===== src/include/mdu_config.svh =====
`ifndef MDU_CONFIG_SVH
`define MDU_CONFIG_SVH

// register stages between the operation transfer and the finished product.
`define MDU_MUL_STAGES 3

// physical register index width.
`define MDU_PREG_BITS 6

// reorder-buffer id width.
`define MDU_ROB_BITS 5

`endif


===== src/mduPkg.sv =====
`default_nettype none

package mduPkg;

`include "mdu_config.svh"

    typedef enum logic [1:0] {
        MDU_MULT  = 2'd0,    // signed multiply.
        MDU_MULTU = 2'd1,
        MDU_DIV   = 2'd2,    // signed divide.
        MDU_DIVU  = 2'd3
    } mduOp_e;

    // Write-back bookkeeping for both halves of one request.
    typedef struct packed {
        logic [`MDU_PREG_BITS-1:0] dstHi;
        logic [`MDU_PREG_BITS-1:0] dstLo;
        logic [`MDU_ROB_BITS-1:0]  robHi;
        logic [`MDU_ROB_BITS-1:0]  robLo;
    } mduTag_t;

endpackage

`default_nettype wire


===== src/mduOpIf.sv =====
`timescale 1ns/1ps
`default_nettype none

interface mduOpIf import mduPkg::*; ();
    logic        valid;
    logic        ready;
    logic        isDiv;
    logic [31:0] magA;
    logic [31:0] magB;
    logic        negProd;
    logic        negQuot;
    logic        negRem;
    logic        divZero;
    logic [31:0] rawA;    // unmodified dividend, returned in HI on a zero divisor.
    mduTag_t     tag;

    modport producer(output valid, isDiv, magA, magB, negProd, negQuot, negRem, divZero,
                     rawA, tag, input ready);
    modport consumer(input valid, isDiv, magA, magB, negProd, negQuot, negRem, divZero,
                     rawA, tag, output ready);
endinterface

`default_nettype wire


===== src/mduResIf.sv =====
`timescale 1ns/1ps
`default_nettype none

interface mduResIf import mduPkg::*; ();
    logic        valid;
    logic        ready;
    logic [31:0] hi;
    logic [31:0] lo;
    mduTag_t     tag;

    modport producer(
        output valid, hi, lo, tag,
        input  ready
    );

    modport consumer(
        input  valid, hi, lo, tag,
        output ready
    );
endinterface

`default_nettype wire


===== src/mduDivider.sv =====
`timescale 1ns/1ps
`default_nettype none

module mduDivider (
    input  logic        clk,
    input  logic        rst,
    input  logic        start,
    output logic        busy,
    output logic        done,
    input  logic        hold,
    input  logic [31:0] dividend,
    input  logic [31:0] divisor,
    output logic [31:0] quotient,
    output logic [31:0] remainder
);

    logic [4:0]  iterCount;
    logic [31:0] remReg;
    logic [31:0] quoReg;
    logic [31:0] divisorReg;
    logic [32:0] shifted;
    logic [32:0] trial;

    // bring down the next dividend bit and try to subtract.
    assign shifted = {remReg, quoReg[31]};
    assign trial   = shifted - {1'b0, divisorReg};

    always_ff @(posedge clk) begin
        if (rst) begin
            busy      <= 1'b0;
            done      <= 1'b0;
            iterCount <= '0;
        end else if (start) begin
            busy      <= 1'b1;
            done      <= 1'b0;
            iterCount <= '0;
        end else if (busy) begin
            iterCount <= iterCount + 5'd1;
            if (iterCount == 5'd31) begin
                busy <= 1'b0;
                done <= 1'b1;
            end
        end else begin
            done <= done && hold;    // result stays up until it is taken.
        end
    end

    always_ff @(posedge clk) begin
        if (start) begin
            remReg     <= '0;
            quoReg     <= dividend;
            divisorReg <= divisor;
        end else if (busy) begin
            if (!trial[32]) begin
                remReg <= trial[31:0];
            end else begin
                remReg <= shifted[31:0];    // restore, the subtraction went negative.
            end
            quoReg <= {quoReg[30:0], !trial[32]};
        end
    end

    assign quotient  = quoReg;
    assign remainder = remReg;

    assert property (@(posedge clk) disable iff (rst) start |-> !busy);

endmodule

`default_nettype wire


===== src/mduDecode.sv =====
`timescale 1ns/1ps
`default_nettype none

module mduDecode import mduPkg::*; (
    input  logic        clk,
    input  logic        rst,
    input  logic        reqValid,
    output logic        reqReady,
    input  mduOp_e      reqOp,
    input  logic [31:0] reqA,
    input  logic [31:0] reqB,
    input  mduTag_t     reqTag,
    mduOpIf.producer    op
);

    logic        isSigned;
    logic        isDiv;
    logic        signsDiffer;
    logic [31:0] magA;
    logic [31:0] magB;
    logic        reqFire;

    assign isSigned = (reqOp == MDU_MULT) || (reqOp == MDU_DIV);
    assign isDiv    = (reqOp == MDU_DIV) || (reqOp == MDU_DIVU);

    // magnitudes only differ from the raw values for negative signed operands.
    assign magA = (isSigned && reqA[31]) ? -reqA : reqA;
    assign magB = (isSigned && reqB[31]) ? -reqB : reqB;

    assign signsDiffer = isSigned && (reqA[31] ^ reqB[31]);

    assign reqReady = !op.valid || op.ready;
    assign reqFire  = reqValid && reqReady;

    always_ff @(posedge clk) begin
        if (rst) begin
            op.valid <= 1'b0;
        end else if (reqFire) begin
            op.valid <= 1'b1;
        end else if (op.ready) begin
            op.valid <= 1'b0;
        end
    end

    always_ff @(posedge clk) begin
        if (reqFire) begin
            op.isDiv   <= isDiv;
            op.magA    <= magA;
            op.magB    <= magB;
            op.negProd <= !isDiv && signsDiffer;
            op.negQuot <= isDiv && signsDiffer;
            op.negRem  <= isDiv && isSigned && reqA[31];    // remainder follows the dividend.
            op.divZero <= isDiv && (reqB == 32'd0);
            op.rawA    <= reqA;
            op.tag     <= reqTag;
        end
    end

endmodule

`default_nettype wire


===== src/mduExecute.sv =====
`timescale 1ns/1ps
`default_nettype none

`include "mdu_config.svh"

module mduExecute import mduPkg::*; (
    input  logic      clk,
    input  logic      rst,
    mduOpIf.consumer  op,
    mduResIf.producer res
);

    localparam int Stages = `MDU_MUL_STAGES;

    logic [Stages-1:0] mulValid;
    logic [63:0]       mulProd [Stages];
    logic              mulNeg  [Stages];
    mduTag_t           mulTag  [Stages];
    logic              mulEmpty;
    logic              mulAdvance;
    logic              mulFire;
    logic [63:0]       prodFix;

    logic        divStart;
    logic        divBusy;
    logic        divDone;
    logic        divIdle;
    logic [31:0] quotient;
    logic [31:0] remainder;
    logic        divNegQuot;
    logic        divNegRem;
    logic        divZero;
    logic [31:0] divRawA;
    mduTag_t     divTag;

    assign mulEmpty   = ~|mulValid;
    assign mulAdvance = !(mulValid[Stages-1] && !res.ready);    // the whole pipe stalls.
    assign divIdle    = !divBusy && !divDone;

    // a divide waits for the pipe to drain so completions stay in order.
    assign op.ready = op.isDiv ? (divIdle && mulEmpty) : (divIdle && mulAdvance);
    assign mulFire  = op.valid && op.ready && !op.isDiv;
    assign divStart = op.valid && op.ready && op.isDiv;

    always_ff @(posedge clk) begin
        if (rst) begin
            mulValid <= '0;
        end else if (mulAdvance) begin
            mulValid <= {mulValid[Stages-2:0], mulFire};
        end
    end

    always_ff @(posedge clk) begin
        if (mulAdvance) begin
            mulProd[0] <= 64'(op.magA) * 64'(op.magB);
            mulNeg[0]  <= op.negProd;
            mulTag[0]  <= op.tag;
            for (int i = 1; i < Stages; i++) begin
                mulProd[i] <= mulProd[i-1];
                mulNeg[i]  <= mulNeg[i-1];
                mulTag[i]  <= mulTag[i-1];
            end
        end
    end

    always_ff @(posedge clk) begin
        if (divStart) begin
            divNegQuot <= op.negQuot;
            divNegRem  <= op.negRem;
            divZero    <= op.divZero;
            divRawA    <= op.rawA;
            divTag     <= op.tag;
        end
    end

    mduDivider divider (
        .clk       (clk),
        .rst       (rst),
        .start     (divStart),
        .busy      (divBusy),
        .done      (divDone),
        .hold      (!res.ready),
        .dividend  (op.magA),
        .divisor   (op.magB),
        .quotient  (quotient),
        .remainder (remainder)
    );

    assign prodFix = mulNeg[Stages-1] ? -mulProd[Stages-1] : mulProd[Stages-1];

    assign res.valid = mulValid[Stages-1] || divDone;

    always_comb begin
        if (mulValid[Stages-1]) begin
            res.hi  = prodFix[63:32];
            res.lo  = prodFix[31:0];
            res.tag = mulTag[Stages-1];
        end else if (divZero) begin
            res.hi  = divRawA;
            res.lo  = 32'hffff_ffff;
            res.tag = divTag;
        end else begin
            res.hi  = divNegRem ? -remainder : remainder;
            res.lo  = divNegQuot ? -quotient : quotient;    // 80000000 / -1 wraps here.
            res.tag = divTag;
        end
    end

    // no multiply is in flight while the divider holds an operation.
    assert property (@(posedge clk) disable iff (rst) divBusy || divDone |-> mulEmpty);

    assert property (@(posedge clk) disable iff (rst)
        res.valid && !res.ready |=> res.valid && $stable(res.hi) && $stable(res.lo));

endmodule

`default_nettype wire


===== src/mduResult.sv =====
`timescale 1ns/1ps
`default_nettype none

`include "mdu_config.svh"

module mduResult import mduPkg::*; (
    input  logic                      clk,
    input  logic                      rst,
    mduResIf.consumer                 res,
    output logic                      wbEn,
    output logic [`MDU_PREG_BITS-1:0] wbDst,
    output logic [31:0]               wbData,
    output logic [`MDU_ROB_BITS-1:0]  wbRobId
);

    typedef enum logic [1:0] {
        idle,
        outHi,
        outLo
    } resState_e;

    resState_e   state;
    logic [31:0] hiReg;
    logic [31:0] loReg;
    mduTag_t     tagReg;
    logic        accept;

    // a new pair can be taken while the LO beat goes out.
    assign res.ready = (state != outHi);
    assign accept    = res.valid && res.ready;

    always_ff @(posedge clk) begin
        if (rst) begin
            state <= idle;
        end else begin
            case (state)
                idle: begin
                    if (accept) begin
                        state <= outHi;
                    end
                end
                outHi: begin
                    state <= outLo;
                end
                outLo: begin
                    state <= accept ? outHi : idle;
                end
                default: begin
                    state <= idle;
                end
            endcase
        end
    end

    always_ff @(posedge clk) begin
        if (accept) begin
            hiReg  <= res.hi;
            loReg  <= res.lo;
            tagReg <= res.tag;
        end
    end

    assign wbEn    = (state == outHi) || (state == outLo);
    assign wbData  = (state == outLo) ? loReg : hiReg;
    assign wbDst   = (state == outLo) ? tagReg.dstLo : tagReg.dstHi;
    assign wbRobId = (state == outLo) ? tagReg.robLo : tagReg.robHi;

    // a pair that is held back keeps its tag, so both beats reach the right registers.
    assert property (@(posedge clk) disable iff (rst)
        res.valid && !res.ready |=> res.valid && $stable(res.tag));

endmodule

`default_nettype wire


===== src/mduTop.sv =====
`timescale 1ns/1ps
`default_nettype none

`include "mdu_config.svh"

module mduTop import mduPkg::*; (
    input  logic                      clk,
    input  logic                      rst,
    input  logic                      reqValid,
    output logic                      reqReady,
    input  mduOp_e                    reqOp,
    input  logic [31:0]               reqA,
    input  logic [31:0]               reqB,
    input  logic [`MDU_PREG_BITS-1:0] reqDstHi,
    input  logic [`MDU_PREG_BITS-1:0] reqDstLo,
    input  logic [`MDU_ROB_BITS-1:0]  reqRobHi,
    input  logic [`MDU_ROB_BITS-1:0]  reqRobLo,
    output logic                      wbEn,
    output logic [`MDU_PREG_BITS-1:0] wbDst,
    output logic [31:0]               wbData,
    output logic [`MDU_ROB_BITS-1:0]  wbRobId
);

    mduTag_t reqTag;
    mduOpIf  opBus ();
    mduResIf resBus ();

    assign reqTag.dstHi = reqDstHi;
    assign reqTag.dstLo = reqDstLo;
    assign reqTag.robHi = reqRobHi;
    assign reqTag.robLo = reqRobLo;

    mduDecode decode (
        .clk      (clk),
        .rst      (rst),
        .reqValid (reqValid),
        .reqReady (reqReady),
        .reqOp    (reqOp),
        .reqA     (reqA),
        .reqB     (reqB),
        .reqTag   (reqTag),
        .op       (opBus.producer)
    );

    mduExecute execute (
        .clk (clk),
        .rst (rst),
        .op  (opBus.consumer),
        .res (resBus.producer)
    );

    mduResult result (
        .clk     (clk),
        .rst     (rst),
        .res     (resBus.consumer),
        .wbEn    (wbEn),
        .wbDst   (wbDst),
        .wbData  (wbData),
        .wbRobId (wbRobId)
    );

endmodule

`default_nettype wire


===== config.mk =====
export PLATFORM = sky130hd
export DESIGN_NAME = mduTop
export DESIGN_NICKNAME = d
export VERILOG_FILES = /design/src/mduPkg.sv /design/src/mduOpIf.sv /design/src/mduResIf.sv /design/src/mduDivider.sv /design/src/mduDecode.sv /design/src/mduExecute.sv /design/src/mduResult.sv /design/src/mduTop.sv
export VERILOG_INCLUDE_DIRS = /design/src /design/src/include
export SDC_FILE = /design/constraint.sdc
export NUM_CORES = 2
export LEC_CHECK = 0
export BUFFER_PORTS_ARGS = -buffer_cell sky130_fd_sc_hd__buf_2
export CAP_MARGIN = 20
export CORE_ASPECT_RATIO = 0.6
export CORE_MARGIN = 2
export CORE_UTILIZATION = 45
export DETAILED_ROUTE_END_ITERATION = 10
export HOLD_SLACK_MARGIN = 0.1
export PLACE_DENSITY_LB_ADDON = 0.3
export SLEW_MARGIN = 0
export SYNTH_ARGS = -nofsm -noshare
export SYNTH_HDL_FRONTEND = slang
export SYNTH_SLANG_ARGS = --single-unit

===== constraint.sdc =====
create_clock -name clk -period 9.5 [get_ports clk]
set_clock_uncertainty 0.05 [all_clocks]
set_input_delay 1.425 -clock clk [delete_from_list [all_inputs] [get_ports clk]]
set_output_delay 1.425 -clock clk [all_outputs]
set_load 0.05 [all_outputs]

==> flow_summary.yaml <==
detailed_routing:
  drt-total-wl_microns: 176000
  met1_length_microns: 83200
  routed.top_layer: "met4"
  dr_total_vias: 41500
  wl_per_cell_microns: 23.3
  antenna_left: 0
  dr_wl_met3_microns: 24900
  first_iter_violations: 4861
  viasPerCell: 5.52
  first_pass_iters: 6
  route.detailed.drc: 0
  wl_met2_microns: 65500
cts:
  clkLatencyLatePin_ns: 0.65
  clock_path_buffers: 3
  htreeDepth: 2
  cts_hold_buffers: 0
  numClockSinks: 635
  cts_tree: "yes"
  clk_pin_slew_ns: 0.08
  cts-buffers-inserted: 53
  clock-root-buffer: "clkbuf_16"
critical_path:
  critPathKind: "flop to flop"
  cp_cell_sequence: "buf_4 > nand2_1 > fa_1 > inv_1 > fa_1 > fa_1 > fa_1 > fa_1 > fa_1 > fa_1 > inv_1 > fa_1 > inv_1 > ha_1 > nand4_1 > or4_1 > a31oi_1 > buf_4 > o21ai_0 > a2111oi_2 > o21ai_0 > a31oi_1 > nor3b_1 > a211o_1"
  cp_num_buf_inv: 5
  crit_slowest_cell: "fa_1"
  path_common_cell: "fa_1"
  slowest_delay_ns: 0.72
  required_ns: 9.85
  end_kind: "flop"
  r2r-start: "decode.op.magA[11]$_DFFE_PP_"
  r2r_slack_ns: 0.43
  crit_arrival_ns: 9.42
  r2r-end: "execute.mulProd[0][62]$_DFFE_PN_"
  critPathTopFamily: "adder cells"
  cp_max_fo: 17
  cp-start-kind: "flop"
  r2r_cells: 24
synthesis:
  syn_inst: 5628
  synth_edf_count: 590
  ys_seq_area_share_pct: 30.8
  synth_warnings: 0
  synth_ff_type: "edfxtp_1"
  synthTopCellsByArea: "fa_1, edfxtp_1, ha_1, and2_1, inv_1"
  yosysTopAreaCell: "fa_1"
  ys_types: 72
  ys_ff_latch: 635
  synth_top_area_share_pct: 29.7
  synth_nets: 6922
  syn_area_sq_um: 60400
  async_flop_share_pct: 0
  synth.avg_cell_area_sq_um: 10.7
worst_hold_path:
  hold_path.class: "flop to flop"
  hold_end: "execute.divRawA[16]$_DFFE_PP_"
  holdPathStages: 0
  hp-start: "decode.op.rawA[16]$_DFFE_PP_"
floorplan:
  die_area_sq_um: 137000
  num_io_pins: 136
  core_sq_um: 134000
  die-width_microns: 477
  rows: 104
  die_y_microns: 288
  initial_core_util_pct: 45.2
sta:
  hold_viol: 0
  max_freq_mhz: 110
  drv_slew: 0
  worst_pin_slew_ns: 1.22
  rsz0062_at_grt: "no"
  slew_headroom_pct: 18.5
  setup_viol: 0
  min_period_ns: 9.07
  fin_tns_setup_ns: 0
  post-route-period-util_pct: 95.5
grt:
  grt_usage_pct: 25.9
  grt_max_degree: 177
  grt_pass1_wl_microns: 267000
  antenna_found_initial: 5
  grt_overflow: 0
  grt_pass1_vias: 41300
job:
  drv_cap: 0
place:
  gp_congestion: 0.959
  port_buffers: 135
  hpwl_microns: 142000
cells_and_area:
  drive_above_1_share_pct: 8.13
  diodes: 0
  fin_nets: 6971
  syn2layout_area_growth_pct: 8.00
outcome:
  status: "complete, no violations"
[cell usage after synthesis, types with 20 or more instances]
cell type,count
inv_1,916
xnor2_1,127
and2_1,608
nand3_1,20
o21ai_0,150
mux2i_1,28
clkbuf_1,269
ha_1,306
a21o_1,46
nand2_1,695
a31oi_1,21
mux2_2,71
nand2b_1,26
and3_1,20
dfxtp_1,45
xor2_1,147
a22oi_1,32
nor2_1,98
o21bai_1,21
edfxtp_1,590
fa_1,897
nand4_1,20
o31ai_1,47
a21oi_1,152
nor3_1,35
[registers in the layout (all words and copies together), names as in the netlist, 31 cells and up]
register	cells
decode.op.magA	31
decode.op.magB	32
decode.op.rawA	32
execute.divRawA	32
execute.divider.divisorReg	32
execute.divider.quotient	32
execute.divider.remainder	32
execute.mulProd	192
execute.mulTag	66
result.hiReg	32
result.loReg	32
[worst register-to-register path, cell delays in order, from the launching register on]
cell,delay [ns]
edfxtp_1,0.70
buf_4,0.36
nand2_1,0.13
fa_1,0.58
inv_1,0.06
fa_1,0.49
fa_1,0.72
fa_1,0.50
fa_1,0.51
fa_1,0.42
fa_1,0.51
inv_1,0.06
fa_1,0.49
inv_1,0.05
ha_1,0.37
nand4_1,0.21
or4_1,0.56
a31oi_1,0.36
buf_4,0.20
o21ai_0,0.12
a2111oi_2,0.49
o21ai_0,0.18
a31oi_1,0.34
nor3b_1,0.09
a211o_1,0.28
[cells by family after synthesis]
family,Yosys count,share of synthesized area [%]
simple gates,1627,13.6
buf+inv,1198,7.45
flops,635,30.8
xor+xnor,274,3.97
fa+ha+maj,1203,36.1
compound gates,592,6.23
mux,99,1.79
[what timing repair did]
item	CTS	global route
buffers inserted	0	10
resized for setup	0	2
endpoints found under the setup margin	0	2
[worst max path at each step]
| stage | cells past startpoint | slack (ns) | endpoint | startpoint |
|---|---|---|---|---|
| final | 24 | 0.43 | execute.mulProd[0][62]$_DFFE_PN_ | decode.op.magA[11]$_DFFE_PP_ |
| after global placement | 26 | 0.26 | execute.mulProd[0][62]$_DFFE_PN_ | decode.op.magB[9]$_DFFE_PP_ |
| after CTS | 27 | 0.11 | execute.mulProd[0][62]$_DFFE_PN_ | decode.op.magA[16]$_DFFE_PP_ |
| after detailed placement | 27 | 0.18 | execute.mulProd[0][62]$_DFFE_PN_ | decode.op.magA[16]$_DFFE_PP_ |
| after global routing | 27 | 0.12 | execute.mulProd[0][62]$_DFFE_PN_ | decode.op.magB[6]$_DFFE_PP_ |
| after floorplan | 25 | 1.65 | execute.mulProd[0][62]$_DFFE_PN_ | decode.op.magB[8]$_DFFE_PP_ |
[layout by cell type, fill, tap and decap left out, drive strengths merged, types with 20 or more instances in the layout]
master	synthesis	layout
xnor2	127	127
o21ai	152	152
xor2	147	147
nor3	35	35
edfxtp	590	590
buf	11	275
a21o	46	46
or4	20	20
nand4	20	20
clkbuf	270	64
mux2	71	71
dfxtp	45	45
and3	20	20
fa	897	897
nand2	695	695
nor2	98	98
ha	306	306
a31oi	21	21
nand2b	26	26
nand3	21	21
o31ai	47	47
inv	916	920
a22oi	32	32
mux2i	28	28
or3	21	21
a21oi	152	152
and2	608	608
o21bai	21	21
[through the flow]
step                      worst slack, ns  std cells  hold slack, ns  area [sq um]  util [%]
after global routing                0.120       7523           0.363         65200      48.8
after CTS                           0.112       7512           0.348         65100      48.7
after floorplan                      1.65       5628           0.350         60400         -
final                               0.425       7523           0.354         65200      48.8
after detailed placement            0.185       7413           0.355         63300      47.3
after global placement              0.256       7413           0.350         63300      47.3
[final cells by class]
class	instances	area [sq um]
repair buffers	275	1770
fillers	12100	68400
well taps	1802	2250
clock inverters	35	452
flip-flops and latches	635	18600
inverters	917	3450
clock buffers	64	1370
multi-input cells	3795	37300
[layer usage]
layer,track usage [%],vias up
met5,0,-
met4,2.99,0
met3,9.26,142
met2,33.0,2163
met1,42.3,21200
li1,-,18000
Power is left out: the tool's default activity adds up to more than one toggle a clock period on the data nets, which glitch-free logic cannot reach.
